<file path="src/fetch_macros.svh">
`ifndef FETCH_MACROS_SVH
`define FETCH_MACROS_SVH

// width of an instruction fetch address.
`define IM_ADDR_LEN 32

// width of one instruction word.
`define IM_DATA_LEN 32

// first fetch address after reset.
`define RESET_PC `IM_ADDR_LEN'h0000_0000

`endif

</file>
<file path="src/fetch_pkg.sv">
package fetch_pkg;

    localparam logic [6:0] OPC_JAL    = 7'b1101111;
    localparam logic [6:0] OPC_BRANCH = 7'b1100011;

    // J-type layout, offset bits are scattered.
    typedef struct packed {
        logic       imm20;
        logic [9:0] imm10_1;
        logic       imm11;
        logic [7:0] imm19_12;
        logic [4:0] rd;
        logic [6:0] opcode;
    } j_fields_t;

    // B-type layout.
    typedef struct packed {
        logic       imm12;
        logic [5:0] imm10_5;
        logic [4:0] rs2;
        logic [4:0] rs1;
        logic [2:0] funct3;
        logic [3:0] imm4_1;
        logic       imm11;
        logic [6:0] opcode;
    } b_fields_t;

    typedef union packed {
        logic [31:0] raw;
        j_fields_t   j_view;
        b_fields_t   b_view;
    } inst_word_u;

    // byte offsets on the configuration bus.
    typedef enum logic [3:0] {
        TRAP_VEC     = 4'h0,
        EPC          = 4'h4,
        IRQ_TRIGGER  = 4'h8,
        ERET_TRIGGER = 4'hC
    } trap_reg_e;

endpackage

</file>
<file path="src/imem_if.sv">
`timescale 1ns/1ps
`include "fetch_macros.svh"

interface imem_if;

    logic                      req;
    logic [`IM_ADDR_LEN - 1:0] addr;
    logic [`IM_DATA_LEN - 1:0] rdata;
    logic                      busy;

    // fetch side issues the request.
    modport ifu (
        output req,
        output addr,
        input  rdata,
        input  busy
    );

    // memory side answers it.
    modport mem (
        input  req,
        input  addr,
        output rdata,
        output busy
    );

endinterface

</file>
<file path="src/fetch_top.sv">
`timescale 1ns/1ps
`include "fetch_macros.svh"

module fetch_top (
    input  logic                      clk,
    input  logic                      rstn,
    output logic                      iwb_cyc,
    output logic                      iwb_stb,
    output logic                      iwb_we,
    output logic [`IM_ADDR_LEN - 1:0] iwb_adr,
    input  logic [`IM_DATA_LEN - 1:0] iwb_dat_i,
    input  logic                      iwb_ack,
    input  logic                      cwb_cyc,
    input  logic                      cwb_stb,
    input  logic                      cwb_we,
    input  logic [`IM_ADDR_LEN - 1:0] cwb_adr,
    input  logic [`IM_DATA_LEN - 1:0] cwb_dat_i,
    output logic [`IM_DATA_LEN - 1:0] cwb_dat_o,
    output logic                      cwb_ack,
    input  logic                      stall,
    output logic [`IM_ADDR_LEN - 1:0] pc,
    output logic [`IM_DATA_LEN - 1:0] inst,
    output logic                      inst_valid
);

    logic                      irq_en;
    logic [`IM_ADDR_LEN - 1:0] irq_vec;
    logic                      eret_en;
    logic [`IM_ADDR_LEN - 1:0] ret_epc;
    logic                      pc_jump_en;
    logic [`IM_ADDR_LEN - 1:0] pc_jump;
    logic                      pc_alu_en;
    logic [`IM_ADDR_LEN - 1:0] pc_alu;

    imem_if imem_bus ();

    ifu u_ifu (
        .clk        (clk),
        .rstn       (rstn),
        .irq_en     (irq_en),
        .irq_vec    (irq_vec),
        .eret_en    (eret_en),
        .ret_epc    (ret_epc),
        .pc_jump_en (pc_jump_en),
        .pc_jump    (pc_jump),
        .pc_alu_en  (pc_alu_en),
        .pc_alu     (pc_alu),
        .imem       (imem_bus.ifu),
        .pc         (pc),
        .inst       (inst),
        .inst_valid (inst_valid),
        .stall      (stall)
    );

    imem_wb_bridge u_bridge (
        .clk       (clk),
        .rstn      (rstn),
        .imem      (imem_bus.mem),
        .iwb_cyc   (iwb_cyc),
        .iwb_stb   (iwb_stb),
        .iwb_we    (iwb_we),
        .iwb_adr   (iwb_adr),
        .iwb_dat_i (iwb_dat_i),
        .iwb_ack   (iwb_ack)
    );

    trap_regs u_trap_regs (
        .clk       (clk),
        .rstn      (rstn),
        .cwb_cyc   (cwb_cyc),
        .cwb_stb   (cwb_stb),
        .cwb_we    (cwb_we),
        .cwb_adr   (cwb_adr),
        .cwb_dat_i (cwb_dat_i),
        .cwb_dat_o (cwb_dat_o),
        .cwb_ack   (cwb_ack),
        .pc        (pc),
        .irq_en    (irq_en),
        .irq_vec   (irq_vec),
        .eret_en   (eret_en),
        .ret_epc   (ret_epc)
    );

    jump_predecode u_predecode (
        .clk        (clk),
        .rstn       (rstn),
        .inst       (inst),
        .pc         (pc),
        .inst_valid (inst_valid),
        .pc_jump_en (pc_jump_en),
        .pc_jump    (pc_jump),
        .pc_alu_en  (pc_alu_en),
        .pc_alu     (pc_alu)
    );

endmodule

</file>
<file path="src/ifu.sv">
`timescale 1ns/1ps
`include "fetch_macros.svh"

module ifu (
    input  logic                      clk,
    input  logic                      rstn,
    input  logic                      irq_en,
    input  logic [`IM_ADDR_LEN - 1:0] irq_vec,
    input  logic                      eret_en,
    input  logic [`IM_ADDR_LEN - 1:0] ret_epc,
    input  logic                      pc_jump_en,
    input  logic [`IM_ADDR_LEN - 1:0] pc_jump,
    input  logic                      pc_alu_en,
    input  logic [`IM_ADDR_LEN - 1:0] pc_alu,
    imem_if.ifu                       imem,
    output logic [`IM_ADDR_LEN - 1:0] pc,
    output logic [`IM_DATA_LEN - 1:0] inst,
    output logic                      inst_valid,
    input  logic                      stall
);

    logic                      redirect;
    logic [`IM_ADDR_LEN - 1:0] redirect_pc;
    logic [`IM_ADDR_LEN - 1:0] fetch_pc_nxt;
    logic [`IM_ADDR_LEN - 1:0] fetch_pc;
    logic [`IM_ADDR_LEN - 1:0] dlv_pc;
    logic                      req_pending;
    logic                      hold_valid;
    logic [`IM_DATA_LEN - 1:0] hold_word;

    // exception return wins, the direct jump loses.
    assign redirect    = eret_en | irq_en | pc_alu_en | pc_jump_en;
    assign redirect_pc = eret_en   ? ret_epc :
                         irq_en    ? irq_vec :
                         pc_alu_en ? pc_alu  :
                                     pc_jump;

    assign fetch_pc_nxt = redirect ? redirect_pc : (fetch_pc + `IM_ADDR_LEN'h4);

    always_ff @(posedge clk or negedge rstn) begin
        if (!rstn) begin
            fetch_pc <= `RESET_PC;
        end else if (imem.req | redirect) begin
            fetch_pc <= fetch_pc_nxt;
        end
    end

    // pc of the word delivered next.
    always_ff @(posedge clk or negedge rstn) begin
        if (!rstn) begin
            dlv_pc <= `RESET_PC;
        end else if (redirect) begin
            dlv_pc <= redirect_pc;
        end else if (inst_valid) begin
            dlv_pc <= fetch_pc;
        end
    end

    // a request is in flight or its word is waiting.
    always_ff @(posedge clk or negedge rstn) begin
        if (!rstn) begin
            req_pending <= 1'b0;
        end else if (imem.req) begin
            req_pending <= 1'b1;
        end else if (inst_valid | redirect) begin
            req_pending <= 1'b0;
        end
    end

    // keeps a word that came back while the consumer stalled.
    always_ff @(posedge clk or negedge rstn) begin
        if (!rstn) begin
            hold_valid <= 1'b0;
        end else if (redirect) begin
            hold_valid <= 1'b0;
        end else if (req_pending & stall & ~imem.busy) begin
            hold_valid <= 1'b1;
        end else if (inst_valid) begin
            hold_valid <= 1'b0;
        end
    end

    always_ff @(posedge clk) begin
        if (~imem.busy & ~hold_valid) begin
            hold_word <= imem.rdata;
        end
    end

    assign imem.addr = fetch_pc;
    assign imem.req  = ~imem.busy & ~redirect & (inst_valid | ~req_pending);

    // a stale word after a redirect finds req_pending low and is dropped.
    assign inst_valid = ((req_pending & ~imem.busy) | hold_valid) & ~stall & ~redirect;
    assign inst       = hold_valid  ? hold_word  :
                        ~imem.busy  ? imem.rdata :
                                      `IM_DATA_LEN'h0;
    assign pc         = dlv_pc;

    // the memory side goes busy right after each request.
    a_req_then_busy: assert property (
        @(posedge clk) disable iff (!rstn)
        imem.req |=> (imem.busy && !imem.req)
    );

endmodule

</file>
<file path="src/imem_wb_bridge.sv">
`timescale 1ns/1ps
`include "fetch_macros.svh"

module imem_wb_bridge (
    input  logic                      clk,
    input  logic                      rstn,
    imem_if.mem                       imem,
    output logic                      iwb_cyc,
    output logic                      iwb_stb,
    output logic                      iwb_we,
    output logic [`IM_ADDR_LEN - 1:0] iwb_adr,
    input  logic [`IM_DATA_LEN - 1:0] iwb_dat_i,
    input  logic                      iwb_ack
);

    logic                      cyc_q;
    logic [`IM_ADDR_LEN - 1:0] adr_q;
    logic [`IM_DATA_LEN - 1:0] rdata_q;

    // one classic read per request stays open until the slave acks.
    always_ff @(posedge clk or negedge rstn) begin
        if (!rstn) begin
            cyc_q <= 1'b0;
        end else if (imem.req) begin
            cyc_q <= 1'b1;
        end else if (cyc_q & iwb_ack) begin
            cyc_q <= 1'b0;
        end
    end

    always_ff @(posedge clk) begin
        if (imem.req) begin
            adr_q <= imem.addr;
        end
    end

    // held until the next request.
    always_ff @(posedge clk) begin
        if (cyc_q & iwb_ack) begin
            rdata_q <= iwb_dat_i;
        end
    end

    assign iwb_cyc = cyc_q;
    assign iwb_stb = cyc_q;
    assign iwb_we  = 1'b0;
    assign iwb_adr = adr_q;

    assign imem.busy  = cyc_q;
    assign imem.rdata = rdata_q;

    // an unacked strobe keeps cyc and the address until the slave answers.
    a_stb_held: assert property (
        @(posedge clk) disable iff (!rstn)
        (iwb_stb && !iwb_ack) |=> (iwb_stb && iwb_cyc && $stable(iwb_adr))
    );

endmodule

</file>
<file path="src/jump_predecode.sv">
`timescale 1ns/1ps
`include "fetch_macros.svh"

module jump_predecode (
    input  logic                      clk,
    input  logic                      rstn,
    input  logic [`IM_DATA_LEN - 1:0] inst,
    input  logic [`IM_ADDR_LEN - 1:0] pc,
    input  logic                      inst_valid,
    output logic                      pc_jump_en,
    output logic [`IM_ADDR_LEN - 1:0] pc_jump,
    output logic                      pc_alu_en,
    output logic [`IM_ADDR_LEN - 1:0] pc_alu
);

    fetch_pkg::inst_word_u     iw;
    logic [`IM_ADDR_LEN - 1:0] j_off;
    logic [`IM_ADDR_LEN - 1:0] b_off;
    logic                      is_jal;
    logic                      is_bwd_branch;

    assign iw = inst;

    assign j_off = {{(`IM_ADDR_LEN - 21){iw.j_view.imm20}}, iw.j_view.imm20,
                    iw.j_view.imm19_12, iw.j_view.imm11, iw.j_view.imm10_1, 1'b0};
    assign b_off = {{(`IM_ADDR_LEN - 13){iw.b_view.imm12}}, iw.b_view.imm12,
                    iw.b_view.imm11, iw.b_view.imm10_5, iw.b_view.imm4_1, 1'b0};

    assign is_jal = (iw.j_view.opcode == fetch_pkg::OPC_JAL);

    // static prediction, only loops going back are taken.
    assign is_bwd_branch = (iw.b_view.opcode == fetch_pkg::OPC_BRANCH) & iw.b_view.imm12;

    always_ff @(posedge clk or negedge rstn) begin
        if (!rstn) begin
            pc_jump_en <= 1'b0;
            pc_alu_en  <= 1'b0;
        end else begin
            pc_jump_en <= inst_valid & is_jal;
            pc_alu_en  <= inst_valid & is_bwd_branch;
        end
    end

    always_ff @(posedge clk) begin
        if (inst_valid) begin
            pc_jump <= pc + j_off;
            pc_alu  <= pc + b_off;
        end
    end

endmodule

</file>
<file path="src/trap_regs.sv">
`timescale 1ns/1ps
`include "fetch_macros.svh"

module trap_regs (
    input  logic                      clk,
    input  logic                      rstn,
    input  logic                      cwb_cyc,
    input  logic                      cwb_stb,
    input  logic                      cwb_we,
    input  logic [`IM_ADDR_LEN - 1:0] cwb_adr,
    input  logic [`IM_DATA_LEN - 1:0] cwb_dat_i,
    output logic [`IM_DATA_LEN - 1:0] cwb_dat_o,
    output logic                      cwb_ack,
    input  logic [`IM_ADDR_LEN - 1:0] pc,
    output logic                      irq_en,
    output logic [`IM_ADDR_LEN - 1:0] irq_vec,
    output logic                      eret_en,
    output logic [`IM_ADDR_LEN - 1:0] ret_epc
);

    fetch_pkg::trap_reg_e      reg_sel;
    logic                      access;
    logic                      wr;
    logic                      ack_q;
    logic                      irq_q;
    logic                      eret_q;
    logic [`IM_ADDR_LEN - 1:0] trap_vec;
    logic [`IM_ADDR_LEN - 1:0] epc;
    logic [`IM_DATA_LEN - 1:0] dat_q;

    assign reg_sel = fetch_pkg::trap_reg_e'(cwb_adr[3:0]);

    // ack_q blocks a second access while the first is being acked.
    assign access = cwb_cyc & cwb_stb & ~ack_q;
    assign wr     = access & cwb_we;

    always_ff @(posedge clk or negedge rstn) begin
        if (!rstn) begin
            ack_q  <= 1'b0;
            irq_q  <= 1'b0;
            eret_q <= 1'b0;
        end else begin
            ack_q  <= access;
            irq_q  <= wr & (reg_sel == fetch_pkg::IRQ_TRIGGER);
            eret_q <= wr & (reg_sel == fetch_pkg::ERET_TRIGGER);
        end
    end

    always_ff @(posedge clk or negedge rstn) begin
        if (!rstn) begin
            trap_vec <= `RESET_PC;
        end else if (wr & (reg_sel == fetch_pkg::TRAP_VEC)) begin
            trap_vec <= cwb_dat_i;
        end
    end

    // saves the pc shown while the interrupt pulse is out.
    always_ff @(posedge clk or negedge rstn) begin
        if (!rstn) begin
            epc <= `RESET_PC;
        end else if (irq_q) begin
            epc <= pc;
        end else if (wr & (reg_sel == fetch_pkg::EPC)) begin
            epc <= cwb_dat_i;
        end
    end

    always_ff @(posedge clk) begin
        if (access) begin
            case (reg_sel)
                fetch_pkg::TRAP_VEC: dat_q <= trap_vec;
                fetch_pkg::EPC:      dat_q <= epc;
                default:             dat_q <= `IM_DATA_LEN'h0;
            endcase
        end
    end

    assign cwb_dat_o = dat_q;
    assign cwb_ack   = ack_q;
    assign irq_en    = irq_q;
    assign irq_vec   = trap_vec;
    assign eret_en   = eret_q;
    assign ret_epc   = epc;

endmodule

</file>
<file path="config.mk">
export PLATFORM = sky130hd
export DESIGN_NAME = fetch_top
export DESIGN_NICKNAME = d
export VERILOG_FILES = /design/src/fetch_pkg.sv /design/src/imem_if.sv /design/src/fetch_top.sv /design/src/ifu.sv /design/src/imem_wb_bridge.sv /design/src/jump_predecode.sv /design/src/trap_regs.sv
export VERILOG_INCLUDE_DIRS = /design/src /design/src/src
export SDC_FILE = /design/constraint.sdc
export NUM_CORES = 1
export LEC_CHECK = 0
export BUFFER_PORTS_ARGS = -buffer_cell sky130_fd_sc_hd__buf_2
export CORE_ASPECT_RATIO = 0.8
export CORE_MARGIN = 4
export CORE_UTILIZATION = 35
export DETAILED_ROUTE_END_ITERATION = 10
export PLACE_DENSITY = 0.57
export SLEW_MARGIN = 10
export SYNTH_ARGS = -nofsm -noshare
export SYNTH_HDL_FRONTEND = slang
export SYNTH_SLANG_ARGS = --single-unit
</file>
<file path="constraint.sdc">
create_clock -name clk -period 7.3 [get_ports clk]
set_clock_uncertainty 0.05 [all_clocks]
set_input_delay 1.46 -clock clk [delete_from_list [all_inputs] [get_ports clk]]
set_output_delay 1.46 -clock clk [all_outputs]
set_load 0.02 [all_outputs]
</file>
Word-level counts from Yosys, hierarchy flattened:

Index checks and enable logic that the tools add are counted.

* add/subtract/negate cells: 3
* equal/unequal tests: 5
* bitwise operators: 32
* mux-type cells: 18
* reduce and logical (&&, ||, !) cells: 6

Operators with widths (number)
* $mux W32: 10
* $add A32 B32 Y32: 2
* $pmux W32 S2: 1
* $add A32 B3 Y32 const B: 1
* $and A1 B1 Y1: 19
* $eq A7 B7 Y1 const B: 2
* $eq A4 B4 Y1 const B: 2
* $reduce_bool A2 Y1: 4
* $mux W1: 7
* $or A1 B1 Y1: 7
* $not A1 Y1: 6
* $eq A4 B3 Y1 const B: 1
* $logic_not A4 Y1: 1
* $reduce_bool A3 Y1: 1

* word-level logic and storage cells: 82
* bits of input ports: 103
* output and inout bits: 133
* bits in registers: 328

Longest topological paths before layout:

* word-level depth: 8
* depth in mapped cells: 15
* depth with buffers taken out: 11

Cells and area by module:

A second synthesis with hierarchy kept.

* cells, all modules: 1425
* area, all modules: 16479.6 um^2

By module, submodules not included
* ifu: instances 1, seq. area each 2612.5 um^2, area each 5607.9 um^2, cells each 580
* jump_predecode: instances 1, seq. area each 1941.9 um^2, area each 4570.6 um^2, cells each 439
* trap_regs: instances 1, seq. area each 2637.5 um^2, area each 4309.1 um^2, cells each 334
* imem_wb_bridge: instances 1, seq. area each 1946.9 um^2, area each 1991.9 um^2, cells each 72

Least setup slack after synthesis:

Ideal clock, no wire load.

* path type: in2out
* start point: input stall
* end point: output inst_valid
* setup slack: 1005 ps
* stages: 3
* required time: 5790 ps
* arrival: 4785 ps
* cells stage by stage: or2_2 clkbuf_1 nor2_1

* longest elaborated chain between the ends: 3

Ends and longest elaborated chain
* start: declaration: line fetch_top.sv:20 `input logic stall,`
* $not A1 Y1: line ifu.sv:93 `assign inst_valid = ((req_pending & ~imem.busy) | hold_valid) & ~stall & ~redirect;`
* $and A1 B1 Y1 (2 in series): line ifu.sv:93
* end: declaration: line fetch_top.sv:23 `output logic inst_valid`

No other way between the ends.

Worst setup path after layout:

* start point: register u_ifu.hold_valid
* end point: output inst[31]

* longest elaborated chain between the ends: 1

Ends and longest elaborated chain
* start: declaration: line ifu.sv:28 `logic hold_valid;`
* start signal: assignment: line ifu.sv:73 `hold_valid <= 1'b0;`
* start signal: assignment: line ifu.sv:75 `hold_valid <= 1'b0;`
* start signal: assignment: line ifu.sv:77 `hold_valid <= 1'b1;`
* $mux W32: line ifu.sv:94 `assign inst = hold_valid ? hold_word :`
* end: declaration: line fetch_top.sv:22 `` output logic [`IM_DATA_LEN - 1:0] inst, ``

No other way between the ends.

==> key figures <==
Drt
  – Vias: roughly 12000
  – Drc violations: 0
  – Post-route ant nets: 0
  – DRT Wirelength: approximately 50 mm
  – DR pass1 iterations: 5
  – DR vias/cell: approximately 5.4
  – Drt wl/cell: between 20 and 25 um
  – DRT iter0 DRCs: roughly 900

CTS
  – Clock H-tree levels: 2
  – CTS root buf: clkbuf_16
  – Clock buffer depth: 3
  – CTS sink cnt: 327
  – Clock latency on the worst-skew pair: around 0.56 ns
  – Postcts setup bufs: 0
  – CTS tree: built
  – Clk slew on worst S/H paths: approximately 0.060 ns
  – Inserted Clock Buffers: 37
  – Cts hold-fix bufs: 0
  – Gates resized, CTS repair: 0

Place
  – Post-DP Area: 18000 um^2
  – # port buffers: about 200
  – Dpl hpwl: around 36 mm
  – Placer Congestion: 0.893

Logic synthesis
  – Post-synth ARST share: between 40% and 50%
  – Avg Cell Area, Syn: 11.3 um^2
  – Post-synthesis sequential area ratio: 55.7%
  – Synth warn: 0
  – Post-Syn Nets: approximately 1600
  – Flops & latches, synth: 327
  – Cell Area, Synth: about 16000 um^2
  – Post-synth EDFFs: approximately 190
  – Synth Flop Type: edfxtp_1
  – Syn Inst Count: between 1000 and 1500
  – Netlist cell types: about 70

STA
  – Final period demand of the worst path: around 4.5 ns
  – Slew @ Worst Pin: slightly above 0.9 ns
  – Period utilization: around 62%
  – Fmax: between 200 and 250 MHz
  – Final setup viols: 0
  – Final Hold Viols: 0
  – Setup_tns: 0 ns
  – Final hold slack: 0.399 ns
  – Final-report max-slew violation count: 0
  – Worst relative slew slack: roughly 40%
  – RSZ-0062 raised after global routing: no

Pwr
  – Switching share of power: 42.8%
  – Pwr Density: between 500 and 600 nW/um^2
  – Sw power: ~0.0042 W
  – Sequential Power Share: 35.0%
  – Combinational power share: approximately 46%
  – Pint: 0.00558 W
  – Clock power share: 19.3%
  – Worst IR Drop VDD: around 0.23 mV
  – Static Leak: roughly 7.6 nW
  – Overall power: about 0.0098 W

Final layout
  – Cell area after layout: just under 20000 um^2
  – Layout cell share with drive strength beyond 1: 20.6%
  – Synthesis-to-layout area growth: 17.4%
  – Commonest non-fill, non-tap cells in the layout: buf_2 (205), edfxtp_1 (191), nand2_1 (152)
  – Final #Nets: between 1500 and 2000
  – Commonest non-fill, non-tap cell in the layout: buf_2
  – Fillers: about 4400

Flow run
  – Number of max-cap violations: 0

Setup path
  – Crit end category: primary output
  – Reg-to-Reg Start: u_ifu.hold_valid
  – Most common cell on crit path: buf_4
  – Crit Path Class: reg -> out
  – CP max-delay cell: inv_1
  – Reg-to-Reg End: u_predecode.pc_alu[31]
  – CP required: ~5.8 ns
  – Reg2Reg Depth: 12
  – Crit path max fanout: 63
  – Startpoint Class: flop
  – Critical path buffer and inverter count: 4
  – CP peak stage delay: 0.62 ns
  – Flop2flop setup slack: about 2.9 ns
  – Largest delay share family, worst path: buffers and inverters
  – Critical Path AT: 3.02 ns
  – Crit-path cells: buf_4 -> nor2_4 -> buf_4 -> a22oi_1 -> inv_1 -> buf_2

Floorplanning
  – Core Region: about 46000 um^2
  – # rows: 70
  – Die H: about 200 um
  – Die Area: between 50000 and 60000 um^2
  – Top-level port count: around 240
  – Width of the die: ~250 um
  – Starting Density: between 30% and 40%

GRT
  – Largest net degree at the start of global routing: between 70 and 80
  – Overflow after GRT: 0
  – Number of global-route vias before repair: between 10000 and 15000
  – Aggregate global-route resource usage: 18.6%
  – Initial antenna violation count: 4
  – First-pass GRT wire length: roughly 73 mm

Status
  – Status: complete, no violations

Hold path
  – Worst Hold Path Cells: 0
  – Hold path endpoint: u_ifu.hold_word[5]
  – Tightest Hold Check Type: reg -> reg
  – Hold_sp: u_bridge.imem.rdata[5]
per-layer routing:
layer  global-route usage [%]  vias up  part of all wire (%)
li1                         -     5772                     -
met1                     29.3     5988                    50
met2                     25.8      417                    41
met3                     3.76       72                   6.7
met4                     5.31        4                   2.4
met5                        0        -                 0.056
power by group through the flow:
| stage | clock network [W] | registers, W | logic (W) |
|---|---|---|---|
| after floorplan | 0 | 0.00339 | 0.00304 |
| after global placement | 0 | 0.00342 | 0.00438 |
| after detailed placement | 0 | 0.00343 | 0.00444 |
| after CTS | 0.00193 | 0.00340 | 0.00446 |
| after global routing | 0.00200 | 0.00348 | 0.00493 |
| final | 0.00188 | 0.00341 | 0.00446 |
synth_stat cells, types with 34 or more instances:
| cell type | count | area share (%) |
|---|---|---|
| ha_1 | 46 | 3.5 |
| o21ai_0 | 99 | 3.0 |
| a21oi_1 | 113 | 3.4 |
| nor2_1 | 100 | 2.3 |
| dfrtp_1 | 136 | 21 |
| mux2i_1 | 75 | 4.6 |
| mux2_2 | 38 | 2.6 |
| edfxtp_1 | 191 | 35 |
| xnor2_1 | 48 | 2.6 |
| a211oi_1 | 34 | 1.6 |
| nand2_1 | 152 | 3.5 |
| a22o_1 | 62 | 3.3 |
| clkbuf_1 | 51 | 1.2 |
stage by stage:
step / std cells / utilization, % / setup WS, ns
6_report: 2272 / 41.9 / 2.77
5_1_grt: 2272 / 41.9 / 2.56
4_1_cts: 2271 / 41.8 / 2.69
3_5_place_dp: 2203 / 39.2 / 2.87
3_3_place_gp: 2203 / 39.2 / 2.91
2_1_floorplan: 1452 / - / 1.00
how the worst max path moves through the flow:
stage	startpoint	end	slack, ns	cells past startpoint
global route	u_ifu.hold_valid	inst[31]	2.56	6
finish	u_ifu.hold_valid	inst[31]	2.77	6
floorplan	stall	inst_valid	1.00	3
global placement	u_ifu.hold_valid	u_predecode.pc_alu[31]	2.91	12
CTS	u_ifu.hold_valid	inst[31]	2.69	6
detailed placement	u_ifu.hold_valid	u_predecode.pc_alu[31]	2.87	12
logic make-up after synthesis:
group / after synthesis / share of synthesized area, %
AO/OA/AOI/OAI: 412 / 16.3
AND/OR/NAND/NOR: 364 / 10.0
flip-flops: 327 / 55.7
multiplexers: 114 / 7.26
buffers and inverters: 114 / 3.02
XOR/XNOR: 72 / 3.85
adder cells (fa/ha/maj): 48 / 3.76
other: 1 / 0.0229
state kept, by name, summed over array words and instances (netlist names):
name / cells
u_bridge.imem.busy: 1
u_bridge.imem.rdata: 32
u_bridge.iwb_adr: 32
u_ifu.hold_valid: 1
u_ifu.hold_word: 32
u_ifu.imem.addr: 32
u_ifu.pc: 32
u_ifu.req_pending: 1
u_predecode.pc_alu: 32
u_predecode.pc_alu_en: 1
u_predecode.pc_jump: 31
u_predecode.pc_jump_en: 1
u_trap_regs.cwb_ack: 1
u_trap_regs.cwb_dat_o: 32
u_trap_regs.eret_en: 1
u_trap_regs.irq_en: 1
u_trap_regs.irq_vec: 32
u_trap_regs.ret_epc: 32
cell type report:
class | instances | area, um^2 | area share, %
Sequential cell | 327 | 9140 | 47.5
Inverter | 28 | 105 | 0.546
Clock inverter | 22 | 240 | 1.25
Tap cell | 612 | 766 | 3.98
Multi-Input combinational cell | 1011 | 6830 | 35.5
Clock buffer | 46 | 981 | 5.10
Antenna cell | 1 | 2.50 | 0.0130
Timing Repair Buffer | 225 | 1180 | 6.13
Note: power is estimated with default switching activity, not from simulation.
